`config.mk`:
```
export PLATFORM = sky130hd
export DESIGN_NAME = bus_response_collector
export DESIGN_NICKNAME = d
export VERILOG_FILES = /design/src/arilla_pkg.sv /design/src/bus_response_collector.sv
export SDC_FILE = /design/constraint.sdc
export NUM_CORES = 1
export LEC_CHECK = 0
export BUFFER_PORTS_ARGS = -buffer_cell sky130_fd_sc_hd__buf_4
export CAP_MARGIN = 20
export CELL_PAD_IN_SITES_DETAIL_PLACEMENT = 1
export CELL_PAD_IN_SITES_GLOBAL_PLACEMENT = 1
export CORE_AREA = 3 3 62 106
export CTS_CLUSTER_SIZE = 14
export DETAILED_ROUTE_END_ITERATION = 12
export DIE_AREA = 0 0 65 109
export PLACE_DENSITY = 0.95
export SKIP_LAST_GASP = 1
export SLEW_MARGIN = 0
export SYNTH_ARGS = -nofsm -noshare
export SYNTH_HDL_FRONTEND = slang
export SYNTH_SLANG_ARGS = --single-unit
```
`constraint.sdc`:
```
create_clock -name clk -period 1.1 [get_ports clk]
set_input_delay 0.055 -clock clk [delete_from_list [all_inputs] [get_ports clk]]
set_output_delay 0.055 -clock clk [all_outputs]
set_load 0.05 [all_outputs]
```
`src/arilla_pkg.sv`:
```
`default_nettype none

package arilla_pkg;

    // ------------------------------------------------------------------------
    // Bus widths
    // ------------------------------------------------------------------------

    localparam int data_width     = 32;
    localparam int bytes_per_word = 4;
    localparam int addr_width     = 30;  // Byte address minus the two lane bits.

    typedef logic [data_width-1:0]     data_t;
    typedef logic [bytes_per_word-1:0] byte_en_t;
    typedef logic [addr_width-1:0]     addr_t;

    // ------------------------------------------------------------------------
    // Request and response
    // ------------------------------------------------------------------------

    // One-cycle strobe from the master, 68 bits.
    typedef struct packed {
        logic     read;
        logic     write;
        addr_t    address;
        byte_en_t byte_enable;
        data_t    wdata;
    } bus_req_t;

    // Registered answer of one device, 33 bits.
    typedef struct packed {
        logic  valid;
        data_t rdata;
    } dev_rsp_t;

    // What the master sees, 34 bits.
    typedef struct packed {
        logic  valid;
        logic  error;
        data_t rdata;
    } bus_rsp_t;

    // ------------------------------------------------------------------------
    // Timer register map
    // ------------------------------------------------------------------------

    // Word offsets inside the timer window.
    typedef enum logic [1:0] {
        reg_count   = 2'd0,
        reg_compare = 2'd1,
        reg_status  = 2'd2,
        reg_control = 2'd3
    } timer_reg_e;

endpackage

`default_nettype wire

```
`src/bus_response_collector.sv`:
```
`timescale 1ns/1ns
`default_nettype none

module bus_response_collector #(
    parameter int n_devices = 3
) (
    input  wire                                  clk,
    input  wire                                  rst_n,
    input  arilla_pkg::bus_req_t                 req,
    input  wire  [n_devices-1:0]                 hits,
    input  arilla_pkg::dev_rsp_t [n_devices-1:0] dev_rsp,
    output arilla_pkg::bus_rsp_t                 rsp
);
    logic              err_pending;
    logic [n_devices-1:0] valids;
    arilla_pkg::data_t    sel_data;

    // ------------------------------------------------------------------------
    // Unclaimed strobes
    // ------------------------------------------------------------------------

    always_ff @(posedge clk) begin
        if (!rst_n) begin
            err_pending <= 1'b0;
        end else begin
            err_pending <= (req.read || req.write) && !(|hits);
        end
    end

    // ------------------------------------------------------------------------
    // Response select
    // ------------------------------------------------------------------------

    always_comb begin
        sel_data = '0;
        for (int i = 0; i < n_devices; i++) begin
            valids[i] = dev_rsp[i].valid;
            if (dev_rsp[i].valid) begin
                sel_data = sel_data | dev_rsp[i].rdata;  // One-hot, so OR is a mux.
            end
        end
    end

    // Error responses carry zero data since no device answers them.
    assign rsp = '{
        valid: (|valids) || err_pending,
        error: err_pending,
        rdata: sel_data
    };

    // Windows do not overlap, so devices never answer together.
    assert property (@(posedge clk) disable iff (!rst_n) $onehot0(valids));

endmodule

`default_nettype wire

```
==> flow_summary.toml <==
[run_status]
status = "complete, no violations"

[logic_synthesis]
ys_ff_latch = 1
seq_area_frac_synth_pct = 3.509
ys_top_cells_by_area = "a222oi_1 (56%), inv_1 (21%), buf_6 (7.9%), buf_2 (5.3%), dfxtp_1 (3.5%)"
synth_top_family_by_area = "compound AO/OA/AOI/OAI gates"
synth_top_area_share_pct = 56.14
synth_nets = 252
synth_compound_area_share_pct = 57.46
synthAdderAreaFrac_pct = 0
ys_warn_count = 0
yosys.area_share.simple_pct = 2.851
synth.avg_cell_area_um2 = 7.132
syn_inst = 80
synthMuxAreaShare_pct = 0
synth.cell_area_um2 = 570.5
synth_xor_area_share_pct = 0
yosysTopAreaCell = "a222oi_1"
ys_types = 10

[sta]
finalSetupViolCount = 0
setup_ws_ns = 0.06060
period_minus_slack_ns = 1.039
tns_ns = 0
rsz0062_at_grt = "no"
finalMaxSlewViolations = 0
fmax_ghz = 0.9621
finalHoldViolCount = 0
relSlewSlack_pct = 77.11
fin_crit_sh_pct = 94.49
max_slew.worst_pin.slew_ns = 0.3434

[cells_and_area]
final_nets = 387
fillers = 719
antenna_cells = 0
largest-register = "err_pending"
fin_cells = 289
area_growth_pct = 217.8
fin_util_pct = 31.69
largest_reg_flops = 1
top_regs = "err_pending (1)"
drive_above_1_share_pct = 68.08

[floorplanning]
core.rowCount = 36
die_w_um = 65
io_pins = 206
coreArea_um2 = 5720
die-area_um2 = 7085
start_util_pct = 9.974
die_height_um = 109

[drt]
vias = 1287
wl_per_cell_um = 15.64
drt_iter0_markers = 101
vias_per_cell = 4.453
dr.pass1.iters = 5
drcViolationCount = 0
ant_nets = 0
wirelength_um = 4519

[global_route]
grt_usage_pct = 11.43
grt_max_degree = 21
grt_pass1_wl_um = 6603
grt_pass1_vias = 1382
grt_remaining_overflow = 0
antenna_found_initial = 0

[worst_hold_path]
min_path_type = "input pin to register"
min_path_cells = 2
hp-start = "req[67]"
min_to = "err_pending"

[setup_path]
crit_type = "input pin to output pin"
worstPathCellList = "buf_8 > buf_12 > a222oi_1 > inv_1 > buf_6"
crit_required_ns = 1.04
slowest_stage = "a222oi_1"
endpoint_kind = "output pin"
worst_setup_path_start_kind = "input pin"
arrival_ns = 0.98
cp_slowest_stage_delay_ns = 0.38
worstPathMaxFanout = 16
crit_start = "dev_rsp[32]"

[placed_design]
placedCellCount = 286
io_buffers = 139
dp_hpwl_um = 3655
gp_congestion = 0.6522
post-place-ws_ns = -0.02147

[cts]
clk_pin_slew_worst_paths_ns = 0
post-cts-setup-buffers = 0

[power_and_ir_drop]
peakVddDrop_mv = 0.2343
cellLeakagePower_nw = 0.9841
power_per_cell_area_nw_per_um2 = 641.7

[flow_run]
max-cap-violations = 0
-- layer usage --
layer / vias up / routed length [um] / track usage [%] / part of all wire, %
met2: 112 / 2491 / 23.22 / 55
met4: 0 / 31 / 0.7564 / 0.69
li1: 597 / - / - / -
met5: - / 0 / 0 / 0
met3: 4 / 646 / 3.918 / 14
met1: 574 / 1349 / 11.26 / 30
-- cell usage in the layout, fill, tap and decap left out, drive strengths merged --
cell type / count
buf: 143
a222oi: 32
inv: 32
clkbuf: 2
or4: 1
nor4b: 1
o21a: 1
dfxtp: 1
-- what timing repair did --
item | 4_1_cts | 5_1_grt
cloned | 1 | 2
resized for setup | 13 | 2
hold buffers | 0 | 0
endpoints found under the setup margin | 1 | 11
pin swaps | 2 | 7
-- area by class of cell --
type	instances	area [um^2]	area share (%)
well taps	76	95.09	5.245
multi-input cells	35	344.1	18.98
inverters	32	120.1	6.625
flip-flops and latches	1	20.02	1.104
repair buffers	145	1234	68.05
-- power breakdown --
group	internal (mW)	leakage [nW]	total (mW)	switching (mW)
clock network	0	0	0	0
logic	0.516	0.976	1.12	0.609
registers	0.0379	0.00812	0.0384	0.000501
total	0.554	0.984	1.16	0.609
-- kinds of logic (layout without fill, tap and decap cells) --
| kind of cell | count (synthesis) | in the layout |
|---|---|---|
| AO/OA/AOI/OAI | 33 | 33 |
| buffers and inverters | 44 | 177 |
| flip-flops | 1 | 1 |
| AND/OR/NAND/NOR | 2 | 2 |
-- through the flow --
stage          hold WS, ns  power (mW)  instance area, um^2
2_1_floorplan       0.1652      0.6051                570.5
3_3_place_gp        0.2506       1.081                 1683
3_5_place_dp        0.2542       1.103                 1683
4_1_cts             0.2542       1.149                 1755
5_1_grt             0.2661       1.229                 1813
6_report            0.2551       1.163                 1813
-- critical path: cells and delay by family --
family,cells,cell delay (ns)
AO/OA/AOI/OAI,1,0.38
buffers and inverters,4,0.55
-- worst max-delay path by stage --
stage	end	slack (ns)
after global placement	rsp[9]	0.08
after detailed placement	rsp[8]	-0.02
after CTS	rsp[8]	-0.006
after floorplan	rsp[33]	0.11
final	rsp[8]	0.06
after global routing	rsp[19]	0.003
-- synthesized netlist by cell type --
cell type  count
a222oi_1      32
inv_1         32
buf_2          6
buf_6          4
buf_4          1
clkbuf_1       1
dfxtp_1        1
nor4b_1        1
o21a_1         1
or4_1          1
No activity file was read; power rests on OpenSTA's default activity.
