[src/arilla_pkg.sv]
`default_nettype none

package arilla_pkg;

    // ------------------------------------------------------------------------
    // Bus widths
    // ------------------------------------------------------------------------

    localparam int data_width     = 32;
    localparam int bytes_per_word = 4;
    localparam int addr_width     = 30;  // Byte address minus the two lane bits.

    typedef logic [data_width-1:0]     data_t;
    typedef logic [bytes_per_word-1:0] byte_en_t;
    typedef logic [addr_width-1:0]     addr_t;

    // ------------------------------------------------------------------------
    // Request and response
    // ------------------------------------------------------------------------

    // One-cycle strobe from the master, 68 bits.
    typedef struct packed {
        logic     read;
        logic     write;
        addr_t    address;
        byte_en_t byte_enable;
        data_t    wdata;
    } bus_req_t;

    // Registered answer of one device, 33 bits.
    typedef struct packed {
        logic  valid;
        data_t rdata;
    } dev_rsp_t;

    // What the master sees, 34 bits.
    typedef struct packed {
        logic  valid;
        logic  error;
        data_t rdata;
    } bus_rsp_t;

    // ------------------------------------------------------------------------
    // Timer register map
    // ------------------------------------------------------------------------

    // Word offsets inside the timer window.
    typedef enum logic [1:0] {
        reg_count   = 2'd0,
        reg_compare = 2'd1,
        reg_status  = 2'd2,
        reg_control = 2'd3
    } timer_reg_e;

endpackage

`default_nettype wire

[src/bus_timer.sv]
`timescale 1ns/1ns
`default_nettype none

module bus_timer #(
    parameter int base_address = 32'h2000
) (
    input  wire                  clk,
    input  wire                  rst_n,
    input  arilla_pkg::bus_req_t req,
    output logic                 hit,
    output arilla_pkg::dev_rsp_t rsp,
    output logic                 irq
);
    localparam int addr_width   = $bits(arilla_pkg::addr_t);
    localparam int n_regs       = 4;
    localparam int local_width  = $clog2(n_regs);
    localparam int device_width = addr_width - local_width;
    localparam int window_bytes = n_regs * arilla_pkg::bytes_per_word;

    localparam logic [device_width-1:0] window = device_width'(base_address / window_bytes);

    arilla_pkg::timer_reg_e offset;
    arilla_pkg::data_t      count;
    arilla_pkg::data_t      compare;
    arilla_pkg::data_t      rd_data;
    logic                   enable;
    logic                   match;
    logic                   rd_valid;
    logic                   write_hit;
    logic                   read_hit;

    // Applies the request byte lanes on top of a register value.
    function automatic arilla_pkg::data_t merge(arilla_pkg::data_t old_value);
        arilla_pkg::data_t result;
        result = old_value;
        for (int i = 0; i < arilla_pkg::bytes_per_word; i++) begin
            if (req.byte_enable[i]) begin
                result[8*i +: 8] = req.wdata[8*i +: 8];
            end
        end
        return result;
    endfunction

    assign hit       = req.address[addr_width-1:local_width] == window;
    assign offset    = arilla_pkg::timer_reg_e'(req.address[local_width-1:0]);
    assign write_hit = hit && req.write;
    assign read_hit  = hit && req.read;

    // ------------------------------------------------------------------------
    // Counter, compare and control
    // ------------------------------------------------------------------------

    always_ff @(posedge clk) begin
        if (!rst_n) begin
            count   <= '0;
            compare <= '0;
            enable  <= 1'b0;
            match   <= 1'b0;
        end else begin
            if (write_hit && offset == arilla_pkg::reg_count) begin
                count <= merge(count);
            end else if (enable) begin
                count <= count + 1'b1;
            end
            if (write_hit && offset == arilla_pkg::reg_compare) begin
                compare <= merge(compare);
            end
            if (write_hit && offset == arilla_pkg::reg_control && req.byte_enable[0]) begin
                enable <= req.wdata[0];
            end
            if (enable && count == compare) begin
                match <= 1'b1;  // Sticky, a new match wins over a clear.
            end else if (write_hit && offset == arilla_pkg::reg_status &&
                         req.byte_enable[0] && req.wdata[0]) begin
                match <= 1'b0;
            end
        end
    end

    assign irq = match;

    // ------------------------------------------------------------------------
    // Read port
    // ------------------------------------------------------------------------

    always_ff @(posedge clk) begin
        if (read_hit) begin
            case (offset)
                arilla_pkg::reg_count:   rd_data <= count;
                arilla_pkg::reg_compare: rd_data <= compare;
                arilla_pkg::reg_status:  rd_data <= {31'd0, match};
                default:                 rd_data <= {31'd0, enable};
            endcase
        end
    end

    always_ff @(posedge clk) begin
        if (!rst_n) begin
            rd_valid <= 1'b0;
        end else begin
            rd_valid <= read_hit;
        end
    end

    assign rsp = '{valid: rd_valid, rdata: rd_data};

    // A match is only taken with the counter enabled.
    assert property (@(posedge clk) disable iff (!rst_n) $rose(irq) |-> $past(enable));

endmodule

`default_nettype wire

[config.mk]
export PLATFORM = sky130hd
export DESIGN_NAME = bus_timer
export DESIGN_NICKNAME = d
export VERILOG_FILES = /design/src/arilla_pkg.sv /design/src/bus_timer.sv
export SDC_FILE = /design/constraint.sdc
export NUM_CORES = 1
export LEC_CHECK = 0
export BUFFER_PORTS_ARGS = -buffer_cell sky130_fd_sc_hd__buf_2
export CAP_MARGIN = 20
export CORE_MARGIN = 4
export CORE_UTILIZATION = 45
export DETAILED_ROUTE_END_ITERATION = 6
export PLACE_DENSITY = 0.71
export SLEW_MARGIN = 40
export SYNTH_ARGS = -nofsm -noshare
export SYNTH_HDL_FRONTEND = slang
export SYNTH_SLANG_ARGS = --single-unit
[constraint.sdc]
create_clock -name clk -period 5.3 [get_ports clk]
set_input_delay 0.265 -clock clk [delete_from_list [all_inputs] [get_ports clk]]
set_output_delay 0.265 -clock clk [all_outputs]
set_load 0.1 [all_outputs]
==> results of run 1 <==
[cells in the final DEF (no fill, tap or decap), drive strengths merged, types with 4 or more instances in the layout]
master,netlist,final
buf,13,107
nor2,82,82
dfxtp,67,67
mux2i,65,65
edfxtp,32,32
xor2,29,29
nand2,25,25
nor4,23,23
nand3,22,22
nand4,19,19
nor3,18,18
inv,12,14
a211oi,13,13
o21ai,12,12
clkbuf,23,11
and4,9,9
and3,8,8
a31oi,8,8
or4,7,7
a311oi,6,6
or3,6,6
o211ai,5,5
and2,4,4
a22oi,4,4
xnor2,4,4
[power groups by stage]
stage	sequential [uW]	clock, uW	combinational [uW]
floorplan	794	0	30.3
global placement	794	0	69.9
detailed placement	794	0	70.9
CTS	777	693	70.8
global route	776	728	76.5
finish	777	687	70.9
[sequential cells by signal, indices dropped and copies added (netlist names)]
register / cells
enable: 1
compare: 32
count: 32
irq: 1
rd_valid: 1
rd_data: 32
[cell families (layout without fill, tap and decap cells)]
logic type / Yosys count / in the layout
mux: 66 / 66
buf+inv: 49 / 136
fa+ha+maj: 1 / 1
simple gates: 230 / 230
xor+xnor: 33 / 33
compound gates: 75 / 75
flops: 99 / 99
[cells in the mapped netlist (2+ instances only)]
library cell,number
a211oi_1,13
a21oi_1,3
a22oi_1,4
a311oi_1,6
a31oi_1,8
a32oi_1,2
and2_1,4
and3_1,8
and4_1,9
buf_1,3
buf_2,8
clkbuf_1,23
dfxtp_1,67
edfxtp_1,32
inv_1,12
mux2i_1,65
nand2_1,25
nand3_1,21
nand4_1,18
nor2_1,82
nor3_1,17
nor3b_1,3
nor4_1,13
nor4_2,6
nor4_4,4
o211ai_1,5
o21a_1,2
o21ai_0,12
o311ai_0,2
o31ai_1,2
o32ai_1,3
o41ai_1,3
or3_1,6
or4_1,7
xnor2_1,4
xor2_1,29
[layer usage]
| metal | wire length [um] | part of all wire |
|---|---|---|
| met5 | 0 | 0 |
| met4 | 370 | 0.024 |
| met3 | 1170 | 0.076 |
| met2 | 7060 | 0.46 |
| met1 | 6830 | 0.44 |
[through the flow]
stage | setup WS, ps | hold slack (ps) | utilization
floorplan | 2350 | 409 | -
global placement | 2370 | 507 | 0.514
detailed placement | 2380 | 514 | 0.515
CTS | 2740 | 162 | 0.542
global route | 2500 | 180 | 0.543
finish | 2690 | 167 | 0.543
[cell type report]
type | instances | area [sq um]
fill | 1067 | 5260
multi-input combinational | 405 | 2860
sequential | 99 | 2300
timing repair buffer | 107 | 546
clock buffer | 11 | 253
tap | 143 | 179
clock inverter | 5 | 60.1
inverter | 13 | 51.3
[worst min-delay path, cell delays in order]
cell     delay, ps
buf_2           90
mux2i_1         60
nor2_1          70
[final timing paths]
path / end / from / depth (start not counted)
setup / recovery: count[25] / count[15] / 5
hold / removal: compare[2] / req[2] / 3
setup reg to reg: count[25] / count[15] / 5
hold reg to reg: irq / irq / 1
==> run metrics, run 1 <==
RSZ-0062 raised after global routing false; Slew @ Worst Pin 802 ps; Top FF cell, synth dfxtp_1; area of the core 11500 sq um; asr flop ratio synth 0; Clock Sinks 99; P&R area growth vs syn 16.8%; Period minus WS final 2610 ps; Residual DRC 0; Synthesis Warnings 0; largest cells by area after synthesis dfxtp_1 25%, edfxtp_1 18%, mux2i_1 12%; CP peak stage delay 740 ps; met1 usage 0.322; initial antenna violation count 0; Clock power frac 0.447; number of synthesized flops with an enable pin 32; clk slew on worst S/H paths 70 ps; Total Wirelength 15.4 mm; fin crit share 0.493; GRT Util Overall 0.231; post-CTS setup buffers 0; main combinational cell family by area after synthesis simple AND/OR/NAND/NOR gates; worst-skew pair later-pin latency 350 ps; gp weighted congestion 0.952; post-route insts no fill 783; flop-to-flop setup slack 2690 ps; Starting Density 0.465; post-synth top area cell dfxtp_1; Sw Share 0.219; IO Pins 105; slowest CP cell nor3_1; post-DR wirelength/cell 19.7 um; clock buffer depth 2; global-route wire length before repair 24.5 mm; CP Capture Type register; sequential power share 0.506; CTS hold repair buffers 0; mapped cell area 5350 sq um; Die Ht 117 um; simple-gate share of the synthesized area 0.243; Worst Path Required 5570 ps; post-route ant nets 0; max cap viols 0; # setup viols final 0; sw power 336 uW; grt met2 use 0.360; post-synthesis mux area share 0.126; Synth Net Count 624; final HPWL from detailed placement 11.1 mm; Iter 0 DRT Violations 375; Layout Nets 706; status complete, no violations; Die Width 117 um; Remaining Overflow, GRT 0; post-synthesis sequential area ratio 0.430; root buf cell clkbuf_16; design area 6250 sq um; CP startpoint kind register; Setup TNS 0 ps; layout cells sized above 1 0.225; CTS tree yes; Hold Fails Final Rpt 0; Worst EP arrival 2890 ps; Comb power frac 0.046; CTS Buf Count 9; GRT met3 Usage 0.0396; Pwr per Cell Area 245 nW/um^2; die area 13700 sq um; CP cell instances nand4_1 -> nor3_1 -> o2111ai_1 -> or3_1 -> a31oi_1; TritonRoute pass-1 iters 5; post-synthesis adder-cell area fraction 0.00234; CP Max Fanout 7; via count 4734; kind of cell adding the most delay to the critical path simple AND/OR/NAND/NOR gates; synthesis-stage register bit count 99; post-placement cell area 5930 sq um; PortBufs 104; vias in the first global route 4563; Synth Area in XOR/XNOR 0.0540; Cells after Synth 553; achievable frequency 0.382 GHz; Bufs and invs on worst path 0; P_leak 0.00240 uW; Distinct cells, synth 58; compound-gate portion of the synthesized area 0.106; Max Clock Skew 6.69 ps; largest net degree at the start of global routing 54; Ant. Diodes 0; post_cts resized 0; cell row count 39; HP Class primary input to register; syn avg cell area 9.68 sq um; GRT busiest layer met2; Via density 6.05; H-tree depth 3; Power Internal 1200 uW; Total Power 1530 uW; placed cells 767; peak supply drop 0.126 mV; Slew HR 0.461; fin. max-slew vios 0; share of the synthesized area in the top cell type 0.251; kind of critical path register to register
Power figures use the tool's default switching activity.
==> run 2: changes to the inputs <==
- ABC_AREA: not set -> 1
- PLACE_DENSITY: 0.71 -> 0.73
- clock period: 5.3 -> 2.2 ns (I/O delays scaled with it)
==> run metrics, run 2 <==
top layer in use met4; GRT Util Overall 0.244 (+0.0132); Residual DRC 0 (unchanged); layout cells sized above 1 0.155 (-0.0700); Max Clock Skew 9.56 ps (+2.87 ps); post-synthesis adder-cell area fraction 0.00205 (-0.000289); largest cells by area after synthesis dfxtp_1 22%, nand2_1 19%, edfxtp_1 16%; compound-gate portion of the synthesized area 0.0699 (-0.0363); Starting Density 0.461 (-0.00363); Iter 0 DRT Violations 633 (+69%); worst-skew pair later-pin latency 360 ps (about the same); clock buffer depth 2 (unchanged); leading cell type by number of instances after synthesis nand2_1; Power Internal 2820 uW (+140%); met2 WL post-DR 8.19 mm (+16%); final HPWL from detailed placement 14.2 mm (+28%); post-synth top area cell dfxtp_1; Distinct cells, synth 36 (-38%); share of the synthesized area in the top cell type 0.220 (-0.0310); Cells after Synth 931 (+68%); gp weighted congestion 0.973 (+2.2%); kind of critical path register to register; Remaining Overflow, GRT 0 (unchanged); sw power 853 uW (+150%); Ant. Diodes 0 (unchanged); post-route ant nets 0 (unchanged); Synth Net Count 1002 (+61%); Comb power frac 0.056 (+0.010); Pwr per Cell Area 514 nW/um^2 (+110%); fin crit share 0.887 (+0.393); Worst Path Required 2460 ps (-3110 ps); Worst EP arrival 2210 ps (-680 ps); Slew HR 0.637 (+0.176); pre-CTS WS 301 ps (-2080 ps); root buf cell clkbuf_16; commonest non-fill, non-tap cells in the layout 317 x nand2_1, 119 x nor2_1, 111 x inv_1, 104 x buf_2, 78 x nand3_1; achievable frequency 0.513 GHz (+34%); largest net degree at the start of global routing 39 (-28%); post-DR wirelength/cell 15.6 um (-21%); H-tree depth 3 (unchanged); TritonRoute pass-1 iters 5 (unchanged); Hold Crit Depth 3 (unchanged); global-route wire length before repair 29.9 mm (+22%); Die Width 124 um (+6.3%); P&R area growth vs syn 17.0%; P_leak 0.00316 uW (+32%); RSZ-0062 raised after global routing false; Hold Fails Final Rpt 0 (unchanged); CP Capture Type register; Total Wirelength 19.0 mm (+23%); largest registers compare x32, count x32, rd_data x32; post-synthesis sequential area ratio 0.377 (-0.0531); top post-synthesis cells by count 317 x nand2_1, 120 x nor2_1, 111 x inv_1; initial antenna violation count 0 (unchanged); Clock power frac 0.434 (-0.013); clk slew on worst S/H paths 70 ps (about the same); post-synthesis mux area share 0 (-0.126); Synth Area in XOR/XNOR 0.0387 (-0.0153); # setup viols final 0 (unchanged); asr flop ratio synth 0 (unchanged); sequential power share 0.510 (+0.004); Metal-1 WL 8.47 mm (+24%); synthesis-stage register bit count 99 (unchanged); Via density 5.18 (-14%); Setup WS post-layout 250 ps (-2440 ps); DR WL met3 1.69 mm (+44%); CP Max Fanout 5 (-2); die area 15500 sq um (+13%); mapped cell area 6110 sq um (+14%); main combinational cell family by area after synthesis simple AND/OR/NAND/NOR gates; leading cell type in the layout, fill and taps excluded nand2_1; fin. max-slew vios 0 (unchanged); vias in the first global route 5685 (+25%); cell row count 42 (+7.7%); IO Pins 105 (unchanged); area of the core 13200 sq um (+15%); Sw Share 0.232 (+0.0132); worst reg2reg path depth 12 (+7); Top FF cell, synth dfxtp_1; syn avg cell area 6.56 sq um (-32%); number of synthesized flops with an enable pin 32 (unchanged); Synthesis Warnings 0 (unchanged); Slew @ Worst Pin 545 ps (-257 ps); CTS Buf Count 9 (unchanged); max cap viols 0 (unchanged); CTS tree yes; PortBufs 104 (unchanged); Layout Nets 1105 (+57%); status complete, no violations; Clock Sinks 99 (unchanged); peak supply drop 0.299 mV (+140%); Setup TNS 0 ps (unchanged); HP Class primary input to register; CP startpoint kind register; Die Ht 124 um (+6.3%); Period minus WS final 1950 ps (-664 ps); via count 6297 (+33%); simple-gate share of the synthesized area 0.412 (+0.169)
==> run 2: cell count changes after synthesis, moves of 9 or more <==
cell	delta
and4_1	-9
a21oi_1	+34
nor2_1	+38
nand4_1	+12
o22ai_1	+23
nand3_1	+57
nor3_1	-13
a211oi_1	-13
mux2i_1	-65
nand2_1	+292
inv_1	+99
nor4_1	-13
==> run 2: power by group through the flow <==
stage / Clock (uW) / Combinational (uW) / Sequential (uW)
floorplan: 0 / 84.9 / 1910
global placement: 0 / 201 / 1910
detailed placement: 0 / 202 / 1910
CTS: 1620 / 205 / 1870
global route: 1680 / 226 / 1870
finish: 1590 / 207 / 1870
==> run 2: timing repair <==
item | in CTS | in global routing
gates resized for setup | 0 | 0
setup buffers | 0 | 0
endpoints found under the setup margin | 0 | 0
hold buffers | 2 | 0
endpoints found under the hold margin | 2 | 0
==> run 2: cell type report <==
cell class,count,area [sq um]
well taps,176,220
flip-flops and latches,99,2300
clock inverters,7,67.6
fillers,1339,6100
multi-input cells,681,3200
clock buffers,9,225
repair buffers,124,688
inverters,119,447
==> run 2: worst paths after layout <==
path | start | endpoint | slack, ps
worst min-delay path | req[3] | compare[3] | 7
worst min register to register | compare[19] | compare[19] | 460
worst max register to register | count[0] | count[30] | 250
worst max-delay path | count[0] | count[30] | 250
==> run 2: metrics by stage <==
step                      hold WS, ps  utilization  total power [uW]  std cells  instance area, sq um
after floorplan                   252            -              2000        931                  6110
after global placement            358        0.516              2110       1197                  6830
after detailed placement          372        0.516              2110       1197                  6830
after CTS                        1.82        0.540              3690       1215                  7150
after global routing             17.0        0.540              3780       1215                  7150
final                            7.11        0.540              3670       1215                  7150
==> run 2: metal layers <==
metal	up-vias	global-route usage
li1	3169	-
met1	2813	0.338
met2	272	0.366
met3	43	0.0489
met4	0	0.112
met5	-	0
==> run 2: cells by family (layout without fill, tap and decap cells) <==
group	Yosys count	after routing
AO/OA/AOI/OAI	78	78
flip-flops	99	99
AND/OR/NAND/NOR	575	575
XOR/XNOR	27	27
buffers and inverters	151	259
adder cells (fa/ha/maj)	1	1
==> run 2: worst max-delay path: stages, from the launching register on <==
cell	delay, ps
dfxtp_1	420
ha_1	220
nand3_1	120
inv_1	150
nand2_1	110
nor2_2	350
nand2_1	110
nand2_1	70
nand2_1	50
nand2_1	50
nand2_1	50
nor2_1	110
nor2_1	40
